--- config.mk ---
export PLATFORM = sky130hd
export DESIGN_NAME = beat_lane
export DESIGN_NICKNAME = d
export VERILOG_FILES = /design/src/logic/ctrl_pkg.sv /design/src/logic/line_pkg.sv /design/src/logic/beat_lane.sv
export SDC_FILE = /design/constraint.sdc
export NUM_CORES = 1
export LEC_CHECK = 0
export BUFFER_PORTS_ARGS = -buffer_cell sky130_fd_sc_hd__buf_2
export CAP_MARGIN = 20
export CORE_AREA = 2 2 237 239
export DETAILED_ROUTE_END_ITERATION = 12
export DIE_AREA = 0 0 239 241
export PLACE_DENSITY = 0.3
export SYNTH_ARGS = -nofsm -noshare
export SYNTH_HDL_FRONTEND = slang
export SYNTH_SLANG_ARGS = --single-unit
--- constraint.sdc ---
create_clock -name clk_i -period 2 [get_ports clk_i]
set_input_delay 0.2 -clock clk_i [delete_from_list [all_inputs] [get_ports clk_i]]
set_output_delay 0.2 -clock clk_i [all_outputs]
set_load 0.01 [all_outputs]
--- src/logic/ctrl_pkg.sv ---
// Beat operation encoding shared by the request splitter and the beat lanes
package ctrl_pkg;

	// What a lane does with its beat
	typedef enum logic [1:0] {
		SKIP,
		READ,
		WRITE
	} beat_op_e;

endpackage

--- src/logic/line_pkg.sv ---
// Line, beat, byte select and beat index types for the line controller
package line_pkg;

	// ==================================================
	// Line layout
	// ==================================================

	// A line is carried to memory as four beats
	localparam int BEATS = 4;

	// One memory beat of 128 bits
	typedef logic [127:0] beat_t;

	// Byte enables of one beat
	typedef logic [15:0] beat_be_t;

	// A full cache line, beat 0 in the low bits
	typedef logic [511:0] line_t;

	// Byte selects of a full line, one per byte
	typedef logic [63:0] line_sel_t;

	// Beat number within a line, also the bank number
	typedef logic [1:0] beat_idx_t;

endpackage
--- src/logic/beat_lane.sv ---
// Beat lane: one four-phase transfer between a beat and its memory bank
module beat_lane
	import line_pkg::*, ctrl_pkg::*;
#(
	parameter int ADR_W = 26
) (
	input  logic             clk_i,
	input  logic             rst_i,
	input  logic             go_i,
	input  beat_op_e         op_i,
	input  logic [ADR_W-1:0] adr_i,
	input  beat_idx_t        beat_i,
	input  beat_t            wdat_i,
	input  beat_be_t         be_i,
	input  logic             bank_ack_i,
	input  beat_t            bank_rdat_i,
	input  logic             clr_i,
	output logic             bank_req_o,
	output logic             bank_we_o,
	output logic [ADR_W+1:0] bank_adr_o,
	output beat_be_t         bank_be_o,
	output beat_t            bank_wdat_o,
	output logic             done_o,
	output beat_t            rdat_o
);

	typedef enum logic [1:0] {
		L_IDLE,
		L_REQ,
		L_REL,
		L_DONE
	} lane_state_e;

	lane_state_e state;
	beat_t rdat_q;

	// ==================================================
	// Bank handshake FSM
	// ==================================================

	always_ff @(posedge clk_i) begin
		if (rst_i) begin
			state <= L_IDLE;
		end else begin
			case (state)
			L_IDLE:
				if (go_i)
					state <= (op_i == SKIP) ? L_DONE : L_REQ;
			L_REQ:
				if (bank_ack_i)
					state <= L_REL;
			L_REL:
				// Wait for the bank to drop ack
				if (!bank_ack_i)
					state <= L_DONE;
			L_DONE:
				if (clr_i)
					state <= L_IDLE;
			default:
				state <= L_IDLE;
			endcase
		end
	end

	// Only a read leaves data behind
	always_ff @(posedge clk_i) begin
		if (state == L_IDLE && go_i)
			rdat_q <= '0;
		else if (state == L_REQ && bank_ack_i && op_i == READ)
			rdat_q <= bank_rdat_i;
	end

	// Request fields come straight from the latched request
	assign bank_req_o  = (state == L_REQ);
	assign bank_we_o   = (op_i == WRITE);
	assign bank_adr_o  = {adr_i, beat_i};
	assign bank_be_o   = be_i;
	assign bank_wdat_o = wdat_i;

	assign done_o = (state == L_DONE);
	assign rdat_o = rdat_q;

endmodule

==> impl_metrics.json <==
{
  "endpoint": "rdat_o[44]",
  "antenna_found_initial": 1,
  "synthArstFlopShare": 0,
  "worstPathMaxFanout": 63,
  "antenna_cells": 0,
  "num_vias": 5411,
  "io_pins": 610,
  "outcome": "finished clean",
  "final_antenna_net_count": 0,
  "synth.top_cell.area_share": 0.435,
  "cts_sinks": 130,
  "setup_viol": 0,
  "clk_pin_slew_ns": 0.06,
  "finalHoldViolCount": 0,
  "portBuffers": 265,
  "critical_path.max_stage_delay_ns": 0.34,
  "postCtsSetupBuffers": 0,
  "synthCells": 751,
  "clkLatencyLatePin_ns": 0.46,
  "hold_path_depth": 4,
  "gp_congestion": 0.639,
  "drc": 0,
  "grt_pass1_wl_um": 31200,
  "wire_per_inst_um": 13.2,
  "fin_crit_ns": 1.68,
  "reg2reg_slack_ns": 0.32,
  "yosysTopAreaCell": "dfxtp_1",
  "cts_made_buffers": 17,
  "dieHeight_um": 241,
  "worst_ep_arrival_time_ns": 2.06,
  "power_density_nw_per_um2": 1010,
  "drv_slew": 0,
  "crit_type": "flip-flop to flip-flop",
  "max_freq_ghz": 0.596,
  "grt_pass1_vias": 5377,
  "rows": 86,
  "clock_tree.buffer_depth": 2,
  "tightest_slew_ns": 0.394,
  "tns_ns": 0,
  "synth_fp_nets": 1064,
  "area_growth_pct": 45.6,
  "ys_warn_count": 0,
  "drtIter0Drc": 151,
  "synth_edf_count": 0,
  "cp-end-kind": "flip-flop",
  "finalPower_uw": 8820,
  "final_nets": 1269,
  "initial_core_util": 0.109,
  "cts_tree": "yes",
  "r2r_start": "state[1]",
  "fin_hold_ws_ns": 0.229,
  "hold_start": "op_i[1]",
  "grtUsageTotal": 0.0745,
  "synth-seq-cells": 130,
  "post-route-period-util": 0.839,
  "leakage_uw": 0.00367,
  "yosysSeqAreaShare": 0.435,
  "slew-limit-headroom": 0.737,
  "core_um2": 54900,
  "synth_cell_types": 18,
  "cp_slowest_cell": "dfxtp_1",
  "rsz0062_at_grt": "no",
  "synth_area_um2": 5980,
  "hpwl_um": 15100,
  "viasPerCell": 3.23,
  "critPathRequiredTime_ns": 2.39,
  "timing.clock.skew_ns": 0.00579,
  "ir_worst_vdd_v": 0.000616,
  "grt_max_degree": 72,
  "cts-htree-levels": 4,
  "dieArea_um2": 57600,
  "hold_path.class": "input port to flip-flop",
  "wl_um": 22100,
  "crit_chain": "inv_1 -> ha_1 -> and4b_4 -> buf_12 -> nand2_1 -> a21oi_1",
  "cts-root-buf": "clkbuf_16",
  "fillers": 6287,
  "r2r-end": "rdat_o[44]",
  "fp.dieW_um": 239,
  "grt_overflow": 0,
  "cp-startpoint": "state[1]",
  "maxCapViolCount": 0,
  "cp-start-kind": "flip-flop",
  "synth_area_leaders": "dfxtp_1 44%, buf_4 22%, nand2_1 16%, a21oi_1 11%, buf_6 2.4%",
  "drive_above_1_share": 0.314,
  "syn_avg_cell_area_um2": 7.96,
  "synth_ff_type": "dfxtp_1",
  "r2r_cells": 6,
  "first_pass_iters": 4
}
-- final cells by class --
class / instances / area (um2) / area share
timing repair buffer: 400 / 2740 / 0.314
clock buffer: 18 / 429 / 0.0493
inverter: 2 / 7.51 / 0.000862
multi-input combinational: 405 / 1790 / 0.206
sequential: 130 / 2600 / 0.299
tap: 704 / 881 / 0.101
clock inverter: 14 / 260 / 0.0299
-- what timing repair did --
action,4_1_cts,5_1_grt
hold buffers,129,0
resized for setup,0,0
endpoints found under the hold margin,130,0
-- layer usage --
metal  vias up  wire length, um  global-route usage
met2       300             9710               0.111
met4         2             1440              0.0659
met5         -               46             0.00589
li1       2619                -                   -
met3        93             2580              0.0447
met1      2397             8290              0.0723
-- cells by family after synthesis --
logic type	count (synthesis)	synth area share
buf+inv	216	0.266
mux	2	0.00335
flops	130	0.435
fa+ha+maj	6	0.0126
compound gates	132	0.112
simple gates	265	0.170
-- through the flow --
stage / utilization / instance area [um2] / setup slack (ns) / cells
detailed placement: 0.123 / 6730 / 0.310 / 1512
CTS: 0.159 / 8710 / 0.290 / 1673
floorplan: - / 5980 / 0.641 / 751
finish: 0.159 / 8710 / 0.322 / 1673
global placement: 0.123 / 6730 / 0.361 / 1512
global route: 0.159 / 8710 / 0.154 / 1673
-- cells in the final DEF, fill, tap and decap left out, types with 2 or more instances in the layout --
cell type and count:
dlygate4sd3_1 129, buf_2 265, a311oi_1 2, mux2i_1 2, bufinv_16 7, dfxtp_1 130, ha_1 6, a21oi_1 128
buf_12 6, nand2_1 256, nand2b_1 2, nor2_1 2, clkbuf_16 17, clkinv_4 4, inv_1 2, a31oi_1 2
clkinv_2 3
-- cell usage after synthesis (2+ instances only) --
cell type,instances
and2_1,2
a21oi_1,128
nand2b_1,2
a311oi_1,2
mux2i_1,2
clkbuf_1,2
buf_6,13
ha_1,6
a31oi_1,2
nor2_1,2
nand2_1,256
buf_4,174
buf_2,25
dfxtp_1,130
inv_1,2
-- worst max-delay path, delay by kind of cell, from the launching register on --
| family | cells | cell delay (ns) |
|---|---|---|
| simple gates | 2 | 0.45 |
| buf+inv | 2 | 0.38 |
| flops | 1 | 0.34 |
| fa+ha+maj | 1 | 0.22 |
| compound gates | 1 | 0.13 |
-- sequential cells by signal (all words and copies together), names as in the netlist --
name,count
rdat_o,128
state,2
-- power breakdown --
| group | switching [uW] | total, uW | internal, uW |
|---|---|---|---|
| sequential | 172 | 3110 | 2940 |
| combinational | 1130 | 1960 | 822 |
| clock | 1300 | 3760 | 2460 |
| total | 2600 | 8820 | 6220 |
-- worst min path at each step --
stage                     endpoint
after floorplan           state[0]
after global placement    state[0]
after detailed placement  state[0]
after CTS                 state[0]
after global routing      state[1]
final                     state[1]
No activity file was read; power rests on OpenSTA's default activity.
