<file path="src/logic/ctrl_pkg.sv">
// Beat operation encoding shared by the request splitter and the beat lanes
package ctrl_pkg;

	// What a lane does with its beat
	typedef enum logic [1:0] {
		SKIP,
		READ,
		WRITE
	} beat_op_e;

endpackage

</file>
<file path="src/logic/line_pkg.sv">
// Line, beat, byte select and beat index types for the line controller
package line_pkg;

	// ==================================================
	// Line layout
	// ==================================================

	// A line is carried to memory as four beats
	localparam int BEATS = 4;

	// One memory beat of 128 bits
	typedef logic [127:0] beat_t;

	// Byte enables of one beat
	typedef logic [15:0] beat_be_t;

	// A full cache line, beat 0 in the low bits
	typedef logic [511:0] line_t;

	// Byte selects of a full line, one per byte
	typedef logic [63:0] line_sel_t;

	// Beat number within a line, also the bank number
	typedef logic [1:0] beat_idx_t;

endpackage
</file>
<file path="src/logic/request_splitter.sv">
// Request splitter: CPU request latch, per-beat operation decode and cache update flags
module request_splitter
	import line_pkg::*, ctrl_pkg::*;
#(
	parameter int ADR_W = 26
) (
	input  logic                    clk_i,
	input  logic                    rst_i,
	input  logic                    cpu_req_i,
	input  logic                    cpu_we_i,
	input  logic                    cpu_nc_i,
	input  logic                    hit_i,
	input  logic [ADR_W-1:0]        cpu_adr_i,
	input  line_sel_t               cpu_sel_i,
	input  line_t                   cpu_dat_i,
	input  logic                    line_clr_i,
	output logic                    lane_go_o,
	output beat_op_e [BEATS-1:0]    lane_op_o,
	output logic [ADR_W-1:0]        req_adr_o,
	output logic                    req_we_o,
	output line_sel_t               req_sel_o,
	output line_t                   req_dat_o,
	output logic                    use_cache_o,
	output logic                    upd_line_o
);

	localparam int BEAT_BYTES = $bits(beat_be_t);

	typedef enum logic [1:0] {
		S_IDLE,
		S_ISSUE,
		S_WAIT
	} split_state_e;

	split_state_e state;
	logic req_nc;
	logic req_hit;
	logic [BEATS-1:0] beat_sel;

	// ==================================================
	// Request FSM
	// ==================================================

	always_ff @(posedge clk_i) begin
		if (rst_i) begin
			state <= S_IDLE;
		end else begin
			case (state)
			S_IDLE:
				if (cpu_req_i)
					state <= S_ISSUE;
			S_ISSUE:
				state <= S_WAIT;
			S_WAIT:
				// Merger has drained the lanes
				if (line_clr_i)
					state <= S_IDLE;
			default:
				state <= S_IDLE;
			endcase
		end
	end

	// Request is held here until the line completes
	always_ff @(posedge clk_i) begin
		if (state == S_IDLE && cpu_req_i) begin
			req_adr_o <= cpu_adr_i;
			req_we_o  <= cpu_we_i;
			req_sel_o <= cpu_sel_i;
			req_dat_o <= cpu_dat_i;
			req_nc    <= cpu_nc_i;
			req_hit   <= hit_i;
		end
	end

	// All lanes start together
	assign lane_go_o = (state == S_ISSUE);

	// ==================================================
	// Beat decode
	// ==================================================

	always_comb begin
		for (int b = 0; b < BEATS; b++) begin
			beat_sel[b] = |req_sel_o[b*BEAT_BYTES +: BEAT_BYTES];
			if (req_we_o)
				lane_op_o[b] = beat_sel[b] ? WRITE : SKIP;
			else if (req_hit)
				lane_op_o[b] = SKIP;
			else if (!req_nc)
				lane_op_o[b] = READ;  // full line load on a miss
			else
				lane_op_o[b] = beat_sel[b] ? READ : SKIP;
		end
	end

	// Read miss loads the line, write hit updates it
	assign upd_line_o  = !req_nc && (req_we_o ? req_hit : !req_hit);
	assign use_cache_o = req_hit;

endmodule

</file>
<file path="config.mk">
export PLATFORM = sky130hd
export DESIGN_NAME = request_splitter
export DESIGN_NICKNAME = d
export VERILOG_FILES = /design/src/logic/ctrl_pkg.sv /design/src/logic/line_pkg.sv /design/src/logic/request_splitter.sv
export SDC_FILE = /design/constraint.sdc
export NUM_CORES = 1
export LEC_CHECK = 0
export BUFFER_PORTS_ARGS = -buffer_cell sky130_fd_sc_hd__buf_4
export CORE_AREA = 5 5 470 472
export CTS_BUF_LIST = sky130_fd_sc_hd__clkbuf_8 sky130_fd_sc_hd__clkbuf_16
export DETAILED_ROUTE_END_ITERATION = 10
export DIE_AREA = 0 0 475 477
export GPL_ROUTABILITY_DRIVEN = 0
export GPL_TIMING_DRIVEN = 0
export PLACE_DENSITY = 0.3
export SYNTH_ARGS = -nofsm -noshare
export SYNTH_HDL_FRONTEND = slang
export SYNTH_SLANG_ARGS = --single-unit
export TNS_END_PERCENT = 1
</file>
<file path="constraint.sdc">
create_clock -name clk_i -period 44.9 [get_ports clk_i]
set_input_delay 4.49 -clock clk_i [delete_from_list [all_inputs] [get_ports clk_i]]
set_output_delay 4.49 -clock clk_i [all_outputs]
set_load 0.005 [all_outputs]
</file>
==> impl_metrics.env, run 1 <==
export IMPL_h_tree_depth=3
export IMPL_syn_nets=1253
export IMPL_post_cts_buffers=0
export IMPL_port_buffers=1222
export IMPL_finClkSkew_ps=26.0
export IMPL_cts_path_max_buffers=3
export IMPL_finalCritPeriodShare_pct=15.3
export IMPL_syn2layout_area_growth_pct=88.9
export IMPL_grt_pass1_vias=13708
export IMPL_ys_seq_area_share_pct=98.6
export IMPL_slew_viol_final=0
export IMPL_ys_seq_elements=607
export IMPL_rr_worst_depth=11
export IMPL_wl_per_cell_um=30.0
export IMPL_setup_viol=0
export IMPL_grt_usage_pct=12.5
export IMPL_synthCells=644
export IMPL_critPathMaxFanout=19
export IMPL_whs_ps=578
export IMPL_slowest_stage="nor3b_4"
export IMPL_hold_buffers=0
export IMPL_crit_family="buffers and inverters"
export IMPL_cts_sinks=607
export IMPL_crit_buf_inv=11
export IMPL_ant_nets=0
export IMPL_drt_iter0_drc=600
export IMPL_start_kind="input port"
export IMPL_power_leakage_nw=13.6
export IMPL_period_minus_slack_ps=6870
export IMPL_reg2reg_slack_ps=41520
export IMPL_grt_start_max_net_pins=20
export IMPL_instances_no_fill=4931
export IMPL_rsz0062_at_grt="false"
export IMPL_cp_data_required_time_ps=45290
export IMPL_yosys_warnings=0
export IMPL_die_h_um=477
export IMPL_status="complete, no violations"
export IMPL_drt_wl_total_mm=148
export IMPL_die_x_um=475
export IMPL_num_rows=171
export IMPL_hold_depth=2
export IMPL_whs_endpoint="state[1]"
export IMPL_avgViaCountPerCell=2.65
export IMPL_avgSynthCellArea_um2=28.7
export IMPL_cts_buffers_inserted=87
export IMPL_worstPathCellList="buf_4 -> nor3b_4 -> buf_16 -> buf_16 -> buf_16 -> buf_8 -> buf_8 -> buf_8 -> buf_8 -> buf_8 -> buf_8 -> buf_8"
export IMPL_cts_resized=0
export IMPL_fmax_mhz=146
export IMPL_grt_ovfl_total=0
export IMPL_num_vias=13070
export IMPL_dp_hpwl_mm=130
export IMPL_hold_viol_final=0
export IMPL_dieArea_mm2=0.227
export IMPL_synth_distinct_cells=11
export IMPL_holdCritPathClass="reg2reg"
export IMPL_regToRegStartpoint="state[1]"
export IMPL_cp_common_cell="buf_8"
export IMPL_core_mm2=0.216
export IMPL_path_class="in2reg"
export IMPL_critical_path_arrival_ps=7260
export IMPL_r2r_end="req_dat_o[347]"
export IMPL_antenna_found_initial=135
export IMPL_initial_utilization_pct=8.54
export IMPL_clk_root_buffer_cell="clkbuf_16"
export IMPL_syn_area_mm2=0.0185
export IMPL_dp_cells=4762
export IMPL_nets=2606
export IMPL_max_vdd_ir_drop_uv=25.8
export IMPL_clkTransAtPathRegs_ps=50
export IMPL_io_pins=1223
export IMPL_max_cap_violations=0
export IMPL_clock_latency_ps=700
export IMPL_grt_pass1_wl_mm=177
export IMPL_min_from="state[1]"
export IMPL_max_stage_delay_ps=690
export IMPL_worst_pin_slew_ps=836
export IMPL_num_fill_cells=23867
export IMPL_dr_pass1_iters=4
export IMPL_end_kind="flop"
export IMPL_drive_gt1_share_pct=67.5
export IMPL_slew_headroom_pct=44.2
export IMPL_power_density_mw_per_mm2=44.6
export IMPL_cts_tree="built"
export IMPL_drc=0
-- per-layer routing --
layer | global-route usage (%) | part of all wire [%] | wire (um)
met4 | 2.46 | 2.4 | 3560
met3 | 12.5 | 22 | 31800
met1 | 11.8 | 33 | 48100
met5 | 0 | 0.31 | 464
met2 | 19.3 | 43 | 63800
-- worst reg2reg max path, stage by stage (launching register included) --
cell     delay [ps]
dfxtp_1         350
nor3b_4         720
buf_16          240
buf_16          170
buf_16          170
buf_8           210
buf_8           220
buf_8           190
buf_8           200
buf_8           210
buf_8           190
buf_8           200
-- registers in the layout, indices dropped and copies added, names as in the netlist --
register,cells
req_adr_o,26
req_dat_o,512
req_nc,1
req_sel_o,64
req_we_o,1
state,2
use_cache_o,1
-- area by class of cell --
cell class | count | area [um^2] | share of cell area (%)
Multi-Input combinational cell | 37 | 264 | 0.757
Tap cell | 2854 | 3570 | 10.2
Timing Repair Buffer | 1264 | 9970 | 28.6
Clock buffer | 88 | 2200 | 6.31
Sequential cell | 607 | 18200 | 52.2
Antenna cell | 12 | 30.0 | 0.0861
Clock inverter | 69 | 633 | 1.82
-- cell usage in the layout, fill, tap and decap left out, drive strengths merged --
master / instances
edfxtp: 605
nor3b: 1
a21oi: 6
and4: 4
dfxtp: 2
diode: 12
nand2: 1
nor4: 16
clkinv: 35
nor2: 2
or2: 1
bufinv: 8
inv: 21
clkinvlp: 5
nor2b: 6
buf: 1264
clkbuf: 88
-- power by group --
group          total (mW)  internal [mW]  leakage [nW]  switching, mW
clock               0.699          0.405          1.44          0.294
sequential          0.686          0.671          5.81         0.0150
combinational       0.169         0.0859          6.31         0.0830
-- Yosys cell counts --
library cell    n  area share [%]
a21oi_1         6            0.16
and4_1          4            0.19
dfxtp_1         2            0.22
edfxtp_1      605              98
nand2_1         1           0.020
nor2_1          2           0.041
nor2b_1         6            0.20
nor3b_2         1           0.068
nor4_1         12            0.41
nor4_2          4            0.27
or2_1           1           0.034
-- cells by family (layout without fill, tap and decap cells) --
family	count (synthesis)	in the layout	synth area share (%)
compound gates	6	6	0.163
buf+inv	0	1421	0
simple gates	31	31	1.23
other cells	0	12	0
flops	607	607	98.6
-- per-stage QoR --
stage               utilization [%]  TNS, ps  worst slack (ps)  total power [mW]  area (um^2)
floorplan                         -        0             16530             0.744        18500
global route                   16.1        0             37840              1.63        34800
finish                         16.1        0             38030              1.55        34900
global placement               14.4  -174780              -489             0.917        31200
detailed placement             14.8        0             37270             0.874        32000
CTS                            16.1        0             37760              1.60        34800
-- how the worst max path moves through the flow --
| stage | from | end | cells after the start |
|---|---|---|---|
| after floorplan | cpu_req_i | req_adr_o[0] | 1 |
| after global placement | cpu_req_i | req_adr_o[23] | 2 |
| after detailed placement | cpu_req_i | req_adr_o[16] | 12 |
| after CTS | req_sel_o[17] | lane_op_o[2] | 4 |
| after global routing | req_sel_o[61] | lane_op_o[6] | 4 |
| final | cpu_req_i | req_dat_o[347] | 12 |
No activity file was read; power rests on OpenSTA's default activity.
==> run 2, diff against run 1 <==
ABC_AREA = 1   (was unset)
CORE_AREA = 5 5 474 476   (was 5 5 470 472)
DIE_AREA = 0 0 479 481   (was 0 0 475 477)
clock period = 6.32 ns   (was 44.9 ns; I/O delays follow)
==> run 2 against run 1 <==
  * Utilization up 2.0 points
  * Sequential share of layout area decreased by 6.7 points
  * Wire length fell by 3.2%
  * Register-to-register slack got worse by 38000 ps
  * Final area grew 15%
  * Combinational power grew to 8.9 times the previous value
  * Total power rose to 7.5 times the previous value
  * Clock skew up 28 ps
  * Via count rose by 14%
  * Hold slack got worse by 470 ps
  * First-iteration DRC count rose by 11%
  * Critical path type is now reg2out
  * Critical endpoint is now lane_op_o[0]
  * Largest cell class unchanged
==> impl_metrics.env, run 2 <==
export IMPL_cts_buffers_inserted=87
export IMPL_place_ws_ps=3110
export IMPL_cts_sinks=607
export IMPL_synthFlopType="edfxtp_1"
export IMPL_port_buffers=1222
export IMPL_synth_xor_xnor_area_share_pct=0
export IMPL_worst_pin_slew_ps=864
export IMPL_io_pins=1223
export IMPL_nets=3103
export IMPL_syn2layout_area_growth_pct=115
export IMPL_initial_utilization_pct=8.42
export IMPL_drc=0
export IMPL_synth_distinct_cells=12
export IMPL_setup_viol=0
export IMPL_rsz0062_at_grt="false"
export IMPL_grt_pass1_wl_mm=177
export IMPL_cts_tree="built"
export IMPL_final_common_cell="buf_4"
export IMPL_dr_pass1_iters=5
export IMPL_slew_viol_final=0
export IMPL_mostFrequentLayoutCells="buf_4 (1222), edfxtp_1 (605), dlygate4sd3_1 (450), clkbuf_16 (87), buf_16 (34)"
export IMPL_synthMuxAreaShare_pct=0
export IMPL_status="complete, no violations"
export IMPL_synth_area_leader_cell="edfxtp_1"
export IMPL_synth_edf_count=605
export IMPL_cts_path_max_buffers=3
export IMPL_post_cts_buffers=0
export IMPL_start_kind="flop"
export IMPL_yosysMostFrequentCell="edfxtp_1"
export IMPL_reg2reg_slack_ps=3480
export IMPL_dieArea_mm2=0.230
export IMPL_ant_nets=0
export IMPL_antenna_found_initial=95
export IMPL_critical_path_arrival_ps=2330
export IMPL_multi_input_area_um2=347
export IMPL_reg_largest_list="req_dat_o x512, req_sel_o x64, req_adr_o x26"
export IMPL_power_density_mw_per_mm2=290
export IMPL_num_fill_cells=24003
export IMPL_finalCritPeriodShare_pct=46.9
export IMPL_largest_reg_flops=512
export IMPL_async_reset_ff_share_pct=0
export IMPL_synthCells=692
export IMPL_grt_pass1_vias=16380
export IMPL_timing_final_ws_setup_ps=3360
export IMPL_max_vdd_ir_drop_uv=188
export IMPL_synth_simple_gate_area_share_pct=1.64
export IMPL_synth_top_family_by_area="simple AND/OR/NAND/NOR gates"
export IMPL_grt_usage_pct=11.9
export IMPL_wl_per_cell_um=26.1
export IMPL_end_kind="output port"
export IMPL_hold_viol_final=0
export IMPL_critPathMaxFanout=2
export IMPL_finClkSkew_ps=53.8
export IMPL_synth_top_area_share_pct=97.8
export IMPL_path_class="reg2out"
export IMPL_holdCritPathClass="in2reg"
export IMPL_fmax_mhz=338
export IMPL_syn_nets=1301
export IMPL_drt_iter0_drc=668
export IMPL_clk_root_buffer_cell="clkbuf_16"
export IMPL_ys_seq_elements=607
export IMPL_hold_depth=1
export IMPL_h_tree_depth=3
export IMPL_avgSynthCellArea_um2=26.8
export IMPL_grt_start_max_net_pins=22
export IMPL_finalPower_mw=11.6
export IMPL_period_minus_slack_ps=2960
export IMPL_cp_data_required_time_ps=5690
export IMPL_grt_ovfl_total=0
export IMPL_avgViaCountPerCell=2.72
export IMPL_synth_compound_area_share_pct=0.162
export IMPL_ys_top_cells_by_count="edfxtp_1 (605), nor2_1 (32), nand2_1 (21)"
export IMPL_regMostFlops="req_dat_o"
export IMPL_max_cap_violations=0
export IMPL_synthTopCellsByArea="edfxtp_1 (98%), nor2_1 (0.65%), nand2_1 (0.42%)"
export IMPL_core_mm2=0.221
export IMPL_drt_wl_total_mm=143
export IMPL_dp_hpwl_mm=124
export IMPL_num_vias=14903
export IMPL_clock_latency_ps=720
export IMPL_num_rows=173
export IMPL_syn_area_mm2=0.0186
export IMPL_rr_worst_depth=8
export IMPL_yosys_warnings=0
export IMPL_synthAdderAreaFrac_pct=0
export IMPL_power_leakage_nw=15.7
export IMPL_seq_area_mm2=0.0182
export IMPL_ys_seq_area_share_pct=98.0
export IMPL_drive_gt1_share_pct=55.0
export IMPL_slew_headroom_pct=42.2
export IMPL_clkTransAtPathRegs_ps=60
export IMPL_die_x_um=479
export IMPL_die_h_um=481
run 2: cell types whose count changed in the layout (fill, tap and decap cells not counted), moves of 5 or more:
cell / previous run / this run
inv_1: 15 / 20
diode_2: 12 / 22
nor2_2: 0 / 9
inv_6: 1 / 6
inv_16: 5 / 0
nor2b_1: 6 / 0
buf_16: 13 / 34
nand2_1: 1 / 21
nor2_1: 2 / 32
bufinv_16: 8 / 13
dlygate4sd3_1: 0 / 450
nor4_1: 12 / 1
buf_8: 29 / 7
run 2: final timing paths:
path                               startpoint            end
worst max-delay path             req_sel_o[8]   lane_op_o[0]
worst min-delay path            cpu_sel_i[31]  req_sel_o[31]
worst max register to register       state[1]   req_sel_o[4]
worst min register to register       state[0]       state[0]
run 2: routing by layer:
metal / up-vias / wire, um / global-route usage, %
met1: 7138 / 51000 / 12.5
li1: 6433 / - / -
met4: 40 / 4260 / 3.73
met2: 1030 / 67400 / 19.8
met5: - / 245 / 0
met3: 262 / 20200 / 7.19
run 2: metrics by stage:
step	setup TNS (ps)	hold WS [ps]	area (um^2)	std cells	util (%)
after floorplan	-5488700	475	18600	692	-
after global placement	-	487	31400	4801	14.2
after detailed placement	0	510	32400	4842	14.7
after CTS	0	0.591	40000	5452	18.1
after global routing	0	35.1	40000	5462	18.1
final	0	105	40000	5474	18.1
run 2: repair_timing:
action                                  in CTS  in global routing
hold buffers                               450                  0
resized for setup                            0                  0
endpoints found under the hold margin      451                  0
endpoints found under the setup margin       0                  0
run 2: area by class of cell:
class	count	share of cell area (%)
inverter	9	0.116
multi-input combinational	76	0.866
clock inverter	72	2.09
clock buffer	88	5.48
timing repair buffer	1713	36.8
antenna	22	0.138
sequential	607	45.5
tap	2887	9.03
run 2: power by group:
part / switching [mW] / total, mW / internal, mW / leakage, nW
combinational: 0.676 / 1.50 / 0.825 / 8.38
clock: 2.14 / 5.23 / 3.09 / 1.50
sequential: 0.104 / 4.87 / 4.77 / 5.81
total: 2.92 / 11.6 / 8.68 / 15.7
run 2: cell families after synthesis:
group / count (synthesis)
flip-flops: 607
AND/OR/NAND/NOR: 70
buffers and inverters: 9
AO/OA/AOI/OAI: 6
run 2: worst max-delay path, cell delays in order (launching register included):
cell      delay [ps]
edfxtp_1         540
nor2_1           150
nand2_1           70
nor2_2           400
nand3_1          160
nand2_1          110
inv_1             50
buf_4            130
==> run 3, diff against run 2 <==
CORE_AREA = 5 5 469 471   (was 5 5 474 476)
DIE_AREA = 0 0 474 476   (was 0 0 479 481)
clock period = 2.55 ns   (was 6.32 ns; I/O delays follow)
==> run 3 against run 2 <==
  * Global-route usage rose by 0.96 points
  * Largest cell class unchanged
  * Critical path depth stayed put
  * Total power grew 150%
  * Setup slack worse by 3200 ps
  * Largest power group unchanged
  * Count of clock-buffer cells in the layout grew 5
  * Clock skew decreased by 35 ps
  * Die area fell by 2.1%
  * Wire length grew 6.5%
==> impl_metrics.env, run 3 (synthesis results as in run 2) <==
export IMPL_status="complete, no violations"
export IMPL_initial_utilization_pct=8.61
export IMPL_num_fill_cells=23414
export IMPL_nets=3269
export IMPL_finalPower_mw=28.6
export IMPL_routed_top_layer="met5"
export IMPL_drt_iter0_drc=579
export IMPL_dp_hpwl_mm=133
export IMPL_final_common_cell="buf_4"
export IMPL_hold_viol_final=0
export IMPL_core_mm2=0.216
export IMPL_drt_wl_total_mm=152
export IMPL_finClkSkew_ps=19.0
export IMPL_avgViaCountPerCell=2.75
export IMPL_cts_buffers_inserted=89
export IMPL_reg_largest_list="req_dat_o x512, req_sel_o x64, req_adr_o x26"
export IMPL_worstPathCellList="nor2_1 -> nand2_1 -> nor2_4 -> nand3_1 -> nand2_1 -> inv_1 -> buf_4"
export IMPL_finalCritPeriodShare_pct=93.9
export IMPL_ant_nets=0
export IMPL_clk_root_buffer_cell="clkbuf_16"
export IMPL_port_buffers=1222
export IMPL_slowest_stage="edfxtp_1"
export IMPL_dp_cells=4811
export IMPL_multi_input_area_um2=362
export IMPL_syn2layout_area_growth_pct=123
export IMPL_instances_no_fill=5612
export IMPL_dr_pass1_iters=4
export IMPL_num_rows=171
export IMPL_final_area_mm2=0.0415
export IMPL_fmax_mhz=417
export IMPL_critPathMaxFanout=2
export IMPL_path_class="reg2out"
export IMPL_cp_data_required_time_ps=2300
export IMPL_period_minus_slack_ps=2400
export IMPL_max_cap_violations=0
export IMPL_cts_path_max_buffers=3
export IMPL_start_kind="flop"
export IMPL_slew_headroom_pct=75.8
export IMPL_max_vdd_ir_drop_uv=479
export IMPL_worst_pin_slew_ps=362
export IMPL_mostFrequentLayoutCells="buf_4 (1225), dlygate4sd3_1 (608), edfxtp_1 (605), clkbuf_16 (91), nor2_1 (32)"
export IMPL_drive_gt1_share_pct=51.8
export IMPL_wl_met3_mm=25.7
export IMPL_place_ws_ps=-446
export IMPL_clock_latency_ps=700
export IMPL_grt_pass1_vias=16896
export IMPL_timing_final_ws_setup_ps=154
export IMPL_rsz0062_at_grt="false"
export IMPL_io_pins=1223
export IMPL_drc=0
export IMPL_die_x_um=474
export IMPL_grt_ovfl_total=0
export IMPL_num_vias=15433
export IMPL_grt_pass1_wl_mm=184
export IMPL_dieArea_mm2=0.226
export IMPL_clkTransAtPathRegs_ps=60
export IMPL_antenna_found_initial=106
export IMPL_critical_path_arrival_ps=2140
export IMPL_slew_viol_final=0
export IMPL_cts_sinks=607
export IMPL_h_tree_depth=3
export IMPL_whs_ps=239
export IMPL_grt_usage_pct=12.9
export IMPL_regMostFlops="req_dat_o"
export IMPL_cp_common_cell="nand2_1"
export IMPL_setup_viol=0
export IMPL_cts_tree="built"
export IMPL_die_h_um=476
export IMPL_post_dp_cell_area_mm2=0.0323
export IMPL_largest_reg_flops=512
export IMPL_power_leakage_nw=16.4
export IMPL_grt_start_max_net_pins=22
export IMPL_wl_met1_mm=49.3
export IMPL_max_stage_delay_ps=430
export IMPL_wl_per_cell_um=27.2
export IMPL_end_kind="output port"
export IMPL_seq_area_mm2=0.0182
export IMPL_holdCritPathClass="in2reg"
export IMPL_wl_met2_mm=73.4
export IMPL_power_density_mw_per_mm2=690
-- run 3: where the power goes --
group          leakage [nW]  switching [mW]  internal, mW
Clock                  1.48            5.13          7.36
Sequential             5.81           0.247          11.8
Combinational          9.06            1.84          2.20
-- run 3: metal layers --
layer	up-vias	GRT usage [%]
li1	6770	-
met1	7341	12.3
met2	1014	22.2
met3	278	9.65
met4	30	2.60
met5	-	0
-- run 3: path summary, 6_finish.rpt --
path	start	to	slack, ps	cells after the start
min	cpu_req_i	req_dat_o[456]	240	5
min reg2reg	state[1]	state[1]	530	2
max	req_sel_o[6]	lane_op_o[0]	150	7
max reg2reg	state[1]	req_dat_o[324]	160	10
-- run 3: critical path, delay by kind of cell (launching register included) --
kind / cells / cell delay (ps)
buffers and inverters: 2 / 170
flip-flops: 1 / 430
AND/OR/NAND/NOR: 5 / 820
-- run 3: area by class of cell --
class	instances	area share [%]
diodes	23	0.139
clock buffers	93	5.56
clock inverters	73	1.47
inverters	9	0.0875
multi-input cells	76	0.872
flip-flops and latches	607	43.9
well taps	2854	8.61
repair buffers	1877	39.4
-- run 3: timing repair --
action / 4_1_cts / 5_1_grt
setup endpoints to repair: 214 / 25
endpoints found under the hold margin: 607 / 0
gates resized for setup: 3 / 3
buffers inserted: 3 / 1
hold buffers: 608 / 0
pin swaps: 2 / 1
-- run 3: stage by stage --
stage / setup TNS, ps / utilization (%)
final: 0 / 19.2
after global routing: 0 / 19.2
after floorplan: -7564530 / -
after detailed placement: -41550 / 15.0
after CTS: -127 / 19.2
after global placement: - / 14.5
